--- src/rtl/mem_pkg.sv ---
package mem_pkg;

  localparam int XLEN       = 32;
  localparam int NBYTES     = XLEN / 8;
  localparam int NUM_REGS   = 32;
  localparam int RAM_WORDS  = 256;
  localparam int RAM_AW     = $clog2(RAM_WORDS);
  localparam int RAM_WAIT   = 1;                    // Extra ACCESS cycles before pready
  localparam int RAM_WAIT_W = $clog2(RAM_WAIT + 2);

  typedef logic [XLEN-1:0]   xlen_t;
  typedef logic [31:0]       addr_t;
  typedef logic [4:0]        reg_addr_t;
  typedef logic [NBYTES-1:0] strb_t;
  typedef logic [3:0]        ecause_t;

  localparam ecause_t CAUSE_LOAD_MISALIGNED  = 4'd4;
  localparam ecause_t CAUSE_STORE_MISALIGNED = 4'd6;

  typedef enum logic [3:0] {
    LSU_LB,
    LSU_LH,
    LSU_LW,
    LSU_LBU,
    LSU_LHU,
    LSU_SB,
    LSU_SH,
    LSU_SW,
    LSU_NONE
  } lsu_op_e;

  typedef enum logic [1:0] {
    APB_IDLE,
    APB_SETUP,
    APB_ACCESS
  } apb_state_e;

  // Record handed over by the execute stage
  typedef struct packed {
    logic      valid;
    logic      wren;
    reg_addr_t waddr;
    xlen_t     wdata;  // ALU result
    lsu_op_e   lsu_op;
    addr_t     addr;
    xlen_t     sdata;
  } ex_mem_t;

  typedef struct packed {
    logic    req;
    logic    write;
    addr_t   addr;
    xlen_t   wdata;
    lsu_op_e op;
  } mem_req_t;

  typedef struct packed {
    logic  done;
    xlen_t rdata;
  } mem_rsp_t;

  typedef struct packed {
    logic  psel;
    logic  penable;
    logic  pwrite;
    addr_t paddr;
    xlen_t pwdata;
    strb_t pstrb;
  } apb_req_t;

  typedef struct packed {
    logic  pready;
    xlen_t prdata;
  } apb_rsp_t;

  typedef struct packed {
    logic      wren;
    reg_addr_t waddr;
    xlen_t     wdata;
  } reg_write_t;

  typedef struct packed {
    logic    valid;
    ecause_t cause;
    addr_t   tval;
  } mem_exc_t;

endpackage
--- src/rtl/apb_data_port.sv ---
`timescale 1ns/100ps

module apb_data_port import mem_pkg::*; (
  input  logic     clk,
  input  logic     rst,
  input  mem_req_t mem_req,
  output mem_rsp_t mem_rsp,
  output apb_req_t apb_out,
  input  apb_rsp_t apb_in
);

  apb_state_e state;
  apb_state_e phase;
  xlen_t      lane_data;
  strb_t      lane_strb;
  logic       hold_write;
  addr_t      hold_addr;
  xlen_t      hold_wdata;
  strb_t      hold_strb;

  // Replicate store data over all lanes and enable only the addressed ones
  always_comb begin
    case (mem_req.op)
      LSU_SB: begin
        lane_data = {4{mem_req.wdata[7:0]}};
        lane_strb = strb_t'(4'b0001 << mem_req.addr[1:0]);
      end
      LSU_SH: begin
        lane_data = {2{mem_req.wdata[15:0]}};
        lane_strb = mem_req.addr[1] ? 4'b1100 : 4'b0011;
      end
      LSU_SW: begin
        lane_data = mem_req.wdata;
        lane_strb = 4'b1111;
      end
      default: begin
        lane_data = mem_req.wdata;
        lane_strb = '0;
      end
    endcase
  end

  // The setup phase is the IDLE cycle in which a request is seen
  assign phase = (state == APB_IDLE && mem_req.req) ? APB_SETUP : state;

  always_ff @(posedge clk) begin
    if (!rst) begin
      state <= APB_IDLE;
    end else begin
      case (state)
        APB_IDLE:   if (mem_req.req) state <= APB_ACCESS;
        APB_ACCESS: if (apb_in.pready) state <= APB_IDLE;
        default:    state <= APB_IDLE;
      endcase
    end
  end

  always_ff @(posedge clk) begin
    if (phase == APB_SETUP) begin
      hold_write <= mem_req.write;
      hold_addr  <= mem_req.addr;
      hold_wdata <= lane_data;
      hold_strb  <= lane_strb;
    end
  end

  assign apb_out.psel    = phase != APB_IDLE;
  assign apb_out.penable = phase == APB_ACCESS;
  assign apb_out.pwrite  = (phase == APB_ACCESS) ? hold_write : mem_req.write;
  assign apb_out.paddr   = (phase == APB_ACCESS) ? hold_addr : mem_req.addr;
  assign apb_out.pwdata  = (phase == APB_ACCESS) ? hold_wdata : lane_data;
  assign apb_out.pstrb   = (phase == APB_ACCESS) ? hold_strb : lane_strb;

  assign mem_rsp.done  = (phase == APB_ACCESS) && apb_in.pready;
  assign mem_rsp.rdata = apb_in.prdata;

  assert property (@(posedge clk) disable iff (!rst)
    apb_out.psel && !(apb_out.penable && apb_in.pready) |=>
      $stable(apb_out.paddr) && $stable(apb_out.pwrite) && $stable(apb_out.pwdata));

endmodule

--- config.mk ---
export PLATFORM = sky130hd
export DESIGN_NAME = apb_data_port
export DESIGN_NICKNAME = d
export VERILOG_FILES = /design/src/rtl/mem_pkg.sv /design/src/rtl/apb_data_port.sv
export SDC_FILE = /design/constraint.sdc
export NUM_CORES = 1
export LEC_CHECK = 0
export ABC_AREA = 0
export CAP_MARGIN = 5
export CORE_ASPECT_RATIO = 0.5
export CORE_MARGIN = 10
export CORE_UTILIZATION = 45
export CTS_BUF_LIST = sky130_fd_sc_hd__clkbuf_4 sky130_fd_sc_hd__clkbuf_8 sky130_fd_sc_hd__clkbuf_16
export DETAILED_ROUTE_END_ITERATION = 12
export DONT_BUFFER_PORTS = 1
export GPL_TIMING_DRIVEN = 0
export PLACE_DENSITY = 0.58
export REMOVE_ABC_BUFFERS = 1
export SLEW_MARGIN = 20
export SYNTH_ARGS = -nofsm -noshare
export SYNTH_HDL_FRONTEND = slang
export SYNTH_SLANG_ARGS = --single-unit
--- constraint.sdc ---
create_clock -name clk -period 7.8 [get_ports clk]
set_input_delay 0.78 -clock clk [delete_from_list [all_inputs] [get_ports clk]]
set_output_delay 0.78 -clock clk [all_outputs]
set_load 0.01 [all_outputs]
==> results of run 1 <==
cells by family (layout without fill, tap and decap cells):
| group | after synthesis | in the layout | share of synthesized area (%) |
|---|---|---|---|
| flops | 70 | 70 | 53.5 |
| compound gates | 48 | 48 | 8.45 |
| xor+xnor | 1 | 1 | 0.416 |
| simple gates | 72 | 72 | 11.0 |
| buf+inv | 55 | 22 | 9.13 |
| mux | 58 | 58 | 17.5 |
sequential cells by signal, summed over array words and instances (netlist names):
register / count
hold_addr: 32
hold_wdata: 32
hold_write: 1
hold_strb: 4
state: 1
area by class of cell:
cell class,instances,area share (%)
well taps,112,3.39
inverters,2,0.182
clock inverters,6,1.85
repair buffers,4,2.30
clock buffers,10,5.64
flip-flops and latches,70,50.8
multi-input cells,179,35.9
critical path, cell delays in order:
cell and delay, ns:
and4bb_1 0.68, mux2_4 0.36, mux2_2 0.30
report_power, final:
part | internal, mW | switching [mW]
registers | 0.444 | 0.00820
logic | 0.0560 | 0.0768
clock network | 0.279 | 0.142
synth_stat cells:
cell / n
a21oi_1: 2
nand3_1: 1
nand3b_1: 17
inv_2: 1
nor3b_1: 8
nor2b_1: 2
edfxtp_1: 69
o31a_1: 8
nand2b_1: 10
xnor2_2: 1
o21ai_0: 10
o31ai_1: 2
dlymetal6s2s_1: 1
a31oi_1: 8
or2_2: 9
o21a_1: 8
buf_2: 8
dfxtp_1: 1
inv_1: 1
buf_1: 1
buf_6: 1
nor2_1: 11
mux2_4: 8
clkbuf_1: 9
a21o_1: 8
nand2_1: 12
mux2_2: 50
buf_4: 33
and2_1: 1
a22oi_1: 2
and4bb_1: 1
metal layers:
layer / track usage (%) / vias up / part of all wire (%)
met5: 1.92 / - / 0
met4: 4.39 / 0 / 0.74
met3: 10.0 / 8 / 14
met2: 21.4 / 118 / 44
met1: 19.9 / 1067 / 41
li1: - / 1025 / -
worst max-delay path by stage:
stage,depth (start not counted),slack [ns],from,endpoint
2_1_floorplan,1,3.00,state[1],hold_addr[0]
4_1_cts,3,4.86,mem_req[3],apb_out[16]
3_3_place_gp,1,1.22,state[1],hold_addr[19]
3_5_place_dp,3,4.86,mem_req[3],apb_out[16]
5_1_grt,3,4.84,mem_req[3],apb_out[14]
6_report,3,4.89,mem_req[3],apb_out[16]
==> results.toml, run 1 <==
[status]
status = "finished, final reports clean"

[placed_design]
place_area_um2 = 3820
gp_congestion = 0.699
dp_cells = 367
dp.final_hpwl_um = 7710
port_buffers = 0
post-place-ws_ns = 4.86

[layout]
layout_commonest_cell = "edfxtp_1"
layout.cells.non_filler = 383
multiInputGateArea_um2 = 1480
antenna_cells = 0
area_growth_pct = 5.64
fin_nets = 371
design_area_um2 = 4130
nFillCells = 711
final_cell_mix = "edfxtp_1 (69), mux2_2 (50), nand3b_1 (17)"
ff_latch_area_um2 = 2100
drive_gt1_share_pct = 32.8
final_util_pct = 50.2

[synth]
synth-seq-cells = 70
yosys_warnings = 0
ys_seq_area_share_pct = 53.5
syn-cell-area_um2 = 3910
synth_area_per_cell_um2 = 12.9
synth_cells = 304
ys_types = 31
synthTopCellsByArea = "edfxtp_1 (53%), mux2_2 (14%), buf_4 (6.3%)"
yosys.area.top_type_share_pct = 53.0
yosys.area.top_type = "edfxtp_1"

[routing]
drc = 0
dr_total_vias = 2218
drt-total-wl_um = 10400
vias_per_cell = 5.79
drtIter0Drc = 108
wl_per_cell_um = 27.2
first_pass_iters = 4
postRouteAntennaNets = 0

[die]
coreArea_um2 = 8230
die_y_um = 85.9
ios = 209
start_util_pct = 47.5
row_count = 23
die_w_um = 152
dieArea_um2 = 13000

[hold_path]
min_to = "hold_addr[25]"
min_path_type = "in -> reg"
whs_path_depth = 0
hold_start = "mem_req[61]"

[worst_setup_path]
rr_startpoint = "state[1]"
arrival_ns = 2.13
r2r_end = "hold_addr[22]"
worstSetupPathType = "in -> out"
worstPathRequired_ns = 7.02
reg2regPathDepth = 3
path_max_fanout = 8
r2r_slack_ns = 6.04
crit_path_end_kind = "output pin"
crit_path_start_kind = "primary input"

[cts]
clk_path_buf_depth = 2
clock_latency_ns = 0.32
clkTransAtPathRegs_ns = 0.05
cts_setup_buffers = 0
htreeDepth = 3
cts_tree = "done"
post_cts_resize_count = 0
cts.sinks = 70
cts_buffers = 9
cts.hold.buffers_added = 0
root_buffer = "clkbuf_16"

[sta]
slew_headroom_pct = 50.3
rsz0062_at_grt = "no"
setup_ws_ns = 4.89
finClkSkew_ns = 0.00208
tns_ns = 0
slew_viol_final = 0
hold_slack_ns = 0.550
fmax_ghz = 0.344
tightest_slew_ns = 0.745
timing.final.crit_period_ns = 2.91
finalSetupViolCount = 0
finalHoldViolCount = 0
min_period_over_period_pct = 37.3

[global_route]
grt_usage_pct = 15.7
grt_max_degree = 51
grt_pass1_wl_um = 15300
grt_pass1_vias = 2370
gr-total-overflow = 0
antenna_found_initial = 0

[run]
max_cap_violations = 0

[pwr]
power_mw = 1.01
peakVddDrop_mv = 0.113
leakagePower_nw = 1.39
powerDensity_nw_per_um2 = 244
Note: power is estimated with default switching activity, not from simulation.
==> inputs of run 2 (changes only) <==
--- a/config.mk
+++ b/config.mk
@@ -5,7 +5,7 @@
 export SDC_FILE = /design/constraint.sdc
 export NUM_CORES = 1
 export LEC_CHECK = 0
-export ABC_AREA = 0
+export ABC_AREA = 1
 export CAP_MARGIN = 5
 export CORE_ASPECT_RATIO = 0.5
 export CORE_MARGIN = 10
==> constraint.sdc (replaced) <==
create_clock -name clk -period 3 [get_ports clk]
set_input_delay 0.3 -clock clk [delete_from_list [all_inputs] [get_ports clk]]
set_output_delay 0.3 -clock clk [all_outputs]
set_load 0.01 [all_outputs]
==> results.toml, run 2 <==
[synth]
netlist_top_cells_count = "nand2_1 (226), edfxtp_1 (69), buf_4 (32), nand3_1 (32), inv_1 (23)"
synth-seq-cells = 70
yosys.area.top_type_share_pct = 54.7
synth_area_per_cell_um2 = 8.47
ys.flop_type = "edfxtp_1"
async_flop_share_pct = 0
yosys_warnings = 0
syn-cell-area_um2 = 3790
yosysMostFrequentCell = "nand2_1"
ys_seq_area_share_pct = 55.2
yosys.area.top_type = "edfxtp_1"
ys_types = 20
synth_cells = 447
synthTopCellsByArea = "edfxtp_1 (55%), nand2_1 (22%), buf_4 (6.3%)"
synth_edf_count = 69

[routing]
drc = 0
first_pass_iters = 5
wl_met1_um = 4280
dr.max_layer_used = "met5"
vias_per_cell = 5.12
drtIter0Drc = 128
postRouteAntennaNets = 0
dr_total_vias = 2683
met2_wirelength_um = 4780
drt-total-wl_um = 10600
met3_length_um = 1490
wl_per_cell_um = 20.3

[sta]
timing.final.crit_period_ns = 2.56
finalHoldViolCount = 0
rsz0062_at_grt = "no"
slew_headroom_pct = 33.5
slew_viol_final = 0
finClkSkew_ns = 0.00477
tightest_slew_ns = 0.998
min_period_over_period_pct = 85.2
finalSetupViolCount = 0
fmax_ghz = 0.391
setup_ws_ns = 0.443

[hold_path]
min_path_type = "in -> reg"

[pwr]
swShare_pct = 26.0
p_seq_share_pct = 46.5
powerDensity_nw_per_um2 = 641
net-switching-power_uw = 659
p_comb_share_pct = 12.4
leakagePower_nw = 1.76
p_clk_share_pct = 41.2
p_int_mw = 1.88
peakVddDrop_mv = 0.276

[worst_setup_path]
crit_path_end_kind = "output pin"
path_max_fanout = 29
worstPathRequired_ns = 2.70
path_buf_inv = 1
path_cells = "inv_1 -> nor2_2 -> nand2_2 -> nand2_2 -> nand2_1 -> nand3_1 -> nand2_1"
critical-path-max-stage-delay_ns = 0.64
crit_start = "mem_req[2]"
cp.depth = 7
path_delay_family = "simple AND/OR/NAND/NOR gates"
cpMaxStageDelayCell = "nor2_2"
r2r_end = "hold_wdata[17]"
endpoint = "apb_out[20]"
reg2regPathDepth = 2
crit_path_start_kind = "primary input"
arrival_ns = 2.26
rr_startpoint = "state[1]"
r2r_slack_ns = 1.52
worstSetupPathType = "in -> out"

[die]
dieArea_um2 = 12700
coreArea_um2 = 8090
die_w_um = 150
start_util_pct = 46.8
ios = 209
row_count = 23
die_y_um = 84.9

[layout]
antenna_cells = 0
design_area_um2 = 3960
final_cell_mix = "nand2_1 (225), edfxtp_1 (69), nand3_1 (32)"
area_growth_pct = 4.53
reg.largest.list = "hold_addr (32), hold_wdata (32), hold_strb (4)"
layout_commonest_cell = "nand2_1"
fin_nets = 512
drive_gt1_share_pct = 6.80

[cts]
clock_latency_ns = 0.33
clkTransAtPathRegs_ns = 0.06
cts_setup_buffers = 0
clk_path_buf_depth = 2
cts.hold.buffers_added = 0
root_buffer = "clkbuf_16"
cts_buffers = 9
htreeDepth = 3
cts.sinks = 70
cts_tree = "done"

[global_route]
gr-total-overflow = 0
grt_pass1_vias = 2582
grt_max_degree = 60
antenna_found_initial = 0
grt_pass1_wl_um = 15700
grt_usage_pct = 16.2

[placed_design]
gp_congestion = 0.780
port_buffers = 0
dp.final_hpwl_um = 7890
place_area_um2 = 3660
post-place-ws_ns = 0.0108

[status]
status = "finished, final reports clean"

[run]
max_cap_violations = 0
-- run 2: stage by stage --
stage / utilization [%] / setup TNS (ns) / total power, mW / hold slack [ns] / cells
5_1_grt: 49.0 / 0 / 2.68 / 0.0353 / 524
2_1_floorplan: - / -114.31 / 1.44 / 0.399 / 393
4_1_cts: 49.0 / 0 / 2.58 / 0.0506 / 524
6_report: 49.0 / 0 / 2.54 / 0.0641 / 524
3_3_place_gp: 44.3 / -302.48 / 1.51 / 0.399 / 505
3_5_place_dp: 45.2 / 0 / 1.52 / 0.399 / 508
-- run 2: worst min path at each step --
stage,startpoint,end,slack (ns),cells after the start
2_1_floorplan,mem_req[36],hold_addr[0],0.40,0
3_3_place_gp,mem_req[59],hold_addr[23],0.40,0
3_5_place_dp,mem_req[68],hold_write,0.40,0
4_1_cts,mem_req[36],hold_addr[0],0.05,0
5_1_grt,mem_req[36],hold_addr[0],0.04,0
6_report,mem_req[36],hold_addr[0],0.06,0
-- run 2: cells by family after synthesis --
kind of cell | Yosys count | synth area share (%)
AOI/OAI and AO/OA | 16 | 2.25
buffers and inverters | 79 | 11.5
DFF | 70 | 55.2
and+or+nand+nor | 282 | 31.0
-- run 2: area by class of cell --
type | instances | area [um^2]
fillers | 783 | 4130
flip-flops and latches | 70 | 2100
multi-input cells | 298 | 1270
clock buffers | 9 | 225
well taps | 112 | 140
inverters | 25 | 93.8
clock inverters | 7 | 72.6
repair buffers | 3 | 60.1
-- run 2: power by group through the flow --
| stage | Combinational [mW] | Sequential (mW) | Clock (mW) |
|---|---|---|---|
| after CTS | 0.321 | 1.18 | 1.08 |
| after global placement | 0.291 | 1.22 | 0 |
| after floorplan | 0.231 | 1.21 | 0 |
| final | 0.314 | 1.18 | 1.04 |
| after detailed placement | 0.320 | 1.20 | 0 |
| after global routing | 0.354 | 1.19 | 1.14 |
-- run 2: metal layers --
layer	track usage, %	up-vias
met2	23.4	129
met5	5.77	-
met3	11.1	4
met1	19.0	1228
li1	-	1320
met4	3.86	2
-- run 2: repair_timing --
item / in CTS / in global routing
endpoints found under the setup margin: 1 / 0
resized for setup: 1 / 0
hold endpoints to repair: 0 / 0
==> inputs of run 3 (changes only) <==
--- a/config.mk
+++ b/config.mk
@@ -7,6 +7,8 @@
 export LEC_CHECK = 0
 export ABC_AREA = 1
 export CAP_MARGIN = 5
+export CELL_PAD_IN_SITES_DETAIL_PLACEMENT = 1
+export CELL_PAD_IN_SITES_GLOBAL_PLACEMENT = 1
 export CORE_ASPECT_RATIO = 0.5
 export CORE_MARGIN = 10
 export CORE_UTILIZATION = 45
@@ -14,7 +16,7 @@
 export DETAILED_ROUTE_END_ITERATION = 12
 export DONT_BUFFER_PORTS = 1
 export GPL_TIMING_DRIVEN = 0
-export PLACE_DENSITY = 0.58
+export PLACE_DENSITY = 0.78
 export REMOVE_ABC_BUFFERS = 1
 export SLEW_MARGIN = 20
 export SYNTH_ARGS = -nofsm -noshare
==> constraint.sdc (replaced) <==
create_clock -name clk -period 3.2 [get_ports clk]
set_input_delay 0.32 -clock clk [delete_from_list [all_inputs] [get_ports clk]]
set_output_delay 0.32 -clock clk [all_outputs]
set_load 0.02 [all_outputs]
==> results.toml, run 3 (same netlist as run 2, synthesis figures left out) <==
[cts]
root_buffer = "clkbuf_16"
cts_buffers = 9
clock_latency_ns = 0.33
cts_tree = "done"
htreeDepth = 3
clkTransAtPathRegs_ns = 0.06
cts_setup_buffers = 0
cts.hold.buffers_added = 0
cts.sinks = 70
post_cts_resize_count = 1
clk_path_buf_depth = 2

[global_route]
grt_usage_pct = 17.7
grt_pass1_vias = 2972
antenna_found_initial = 1
grt_pass1_wl_um = 17400
grt_max_degree = 60
gr-total-overflow = 0

[pwr]
p_seq_share_pct = 44.7
p_comb_share_pct = 15.4
powerDensity_nw_per_um2 = 622
p_clk_share_pct = 39.9
p_int_mw = 1.76
leakagePower_nw = 1.76
swShare_pct = 28.8
peakVddDrop_mv = 0.367
net-switching-power_uw = 712

[layout]
area_growth_pct = 4.99
layout_commonest_cell = "nand2_1"
reg.largest.list = "hold_addr (32), hold_wdata (32), hold_strb (4)"
drive_gt1_share_pct = 6.80
fin_nets = 512
final_cell_mix = "nand2_1 (225), edfxtp_1 (69), nand3_1 (32)"
layout.cells.non_filler = 525

[run]
max_cap_violations = 0

[die]
dieArea_um2 = 12700
start_util_pct = 46.8
die_y_um = 84.9
row_count = 23
coreArea_um2 = 8090
die_w_um = 150
ios = 209

[sta]
timing.final.crit_period_ns = 2.78
setup_ws_ns = 0.423
min_period_over_period_pct = 86.8
tightest_slew_ns = 1.00
rsz0062_at_grt = "no"
fmax_ghz = 0.360
finalHoldViolCount = 0
slew_viol_final = 0
finalSetupViolCount = 0
slew_headroom_pct = 33.2
finClkSkew_ns = 0.00601

[status]
status = "finished, final reports clean"

[worst_setup_path]
crit_path_start_kind = "primary input"
crit_path_end_kind = "output pin"
worstSetupPathType = "in -> out"
arrival_ns = 2.46
path_max_fanout = 29
worstPathRequired_ns = 2.88

[routing]
vias_per_cell = 5.34
dr_total_vias = 2806
first_pass_iters = 4
postRouteAntennaNets = 0
drtIter0Drc = 137
wl_per_cell_um = 22.1
drc = 0
drt-total-wl_um = 11600

[placed_design]
post-place-ws_ns = -0.0181
dp.final_hpwl_um = 8570
dp_cells = 508
port_buffers = 0
gp_congestion = 0.755

[hold_path]
min_path_type = "in -> reg"
==> run 3: critical path, stage by stage <==
cell and delay (ns):
inv_1 0.03, nor2_2 0.68, nand2_2 0.63, nand2_2 0.38, nand2_1 0.12, nand3_1 0.10
nand2_1 0.18
==> run 3: path summary, 6_finish.rpt <==
kind                             startpoint             to  slack [ns]  depth (start not counted)
worst min-delay path            mem_req[10]  hold_wdata[6]        0.09                          0
worst max register to register     state[1]   hold_addr[1]        1.08                          4
worst max-delay path             mem_req[2]    apb_out[26]        0.42                          7
worst min register to register     state[1]       state[1]        0.95                          3
==> run 3: final cells by class <==
class | instances | area, um^2
Antenna cell | 1 | 2.50
Clock buffer | 9 | 225
Clock inverter | 7 | 72.6
Fill cell | 947 | 4110
Inverter | 25 | 93.8
Multi-Input combinational cell | 298 | 1270
Sequential cell | 70 | 2100
Tap cell | 112 | 140
Timing Repair Buffer | 3 | 75.1
==> run 3: metrics by stage <==
step | area, um^2 | hold slack [ns] | utilization [%] | total power [mW] | setup TNS, ns
final | 3980 | 0.0863 | 49.2 | 2.47 | 0
after CTS | 3970 | 0.0807 | 49.1 | 2.50 | 0
after floorplan | 3440 | 0.419 | - | 1.42 | -104.01
after global placement | 3580 | 0.419 | 44.3 | 1.49 | -290.48
after detailed placement | 3670 | 0.419 | 45.4 | 1.51 | -0.0192
after global routing | 3980 | 0.0683 | 49.2 | 2.58 | 0
==> run 3: power groups by stage <==
stage | sequential (mW) | clock (mW) | combinational (mW)
after floorplan | 1.13 | 0 | 0.290
after global placement | 1.15 | 0 | 0.347
after detailed placement | 1.12 | 0 | 0.387
after CTS | 1.11 | 1.00 | 0.389
after global routing | 1.11 | 1.05 | 0.420
final | 1.10 | 0.987 | 0.382
==> run 3: per-layer routing <==
layer / global-route usage (%) / up-vias / share of wire [%]
li1: - / 1316 / -
met1: 20.7 / 1361 / 41
met2: 28.2 / 121 / 47
met3: 9.43 / 8 / 11
met4: 3.60 / 0 / 0.59
met5: 1.92 / - / 0
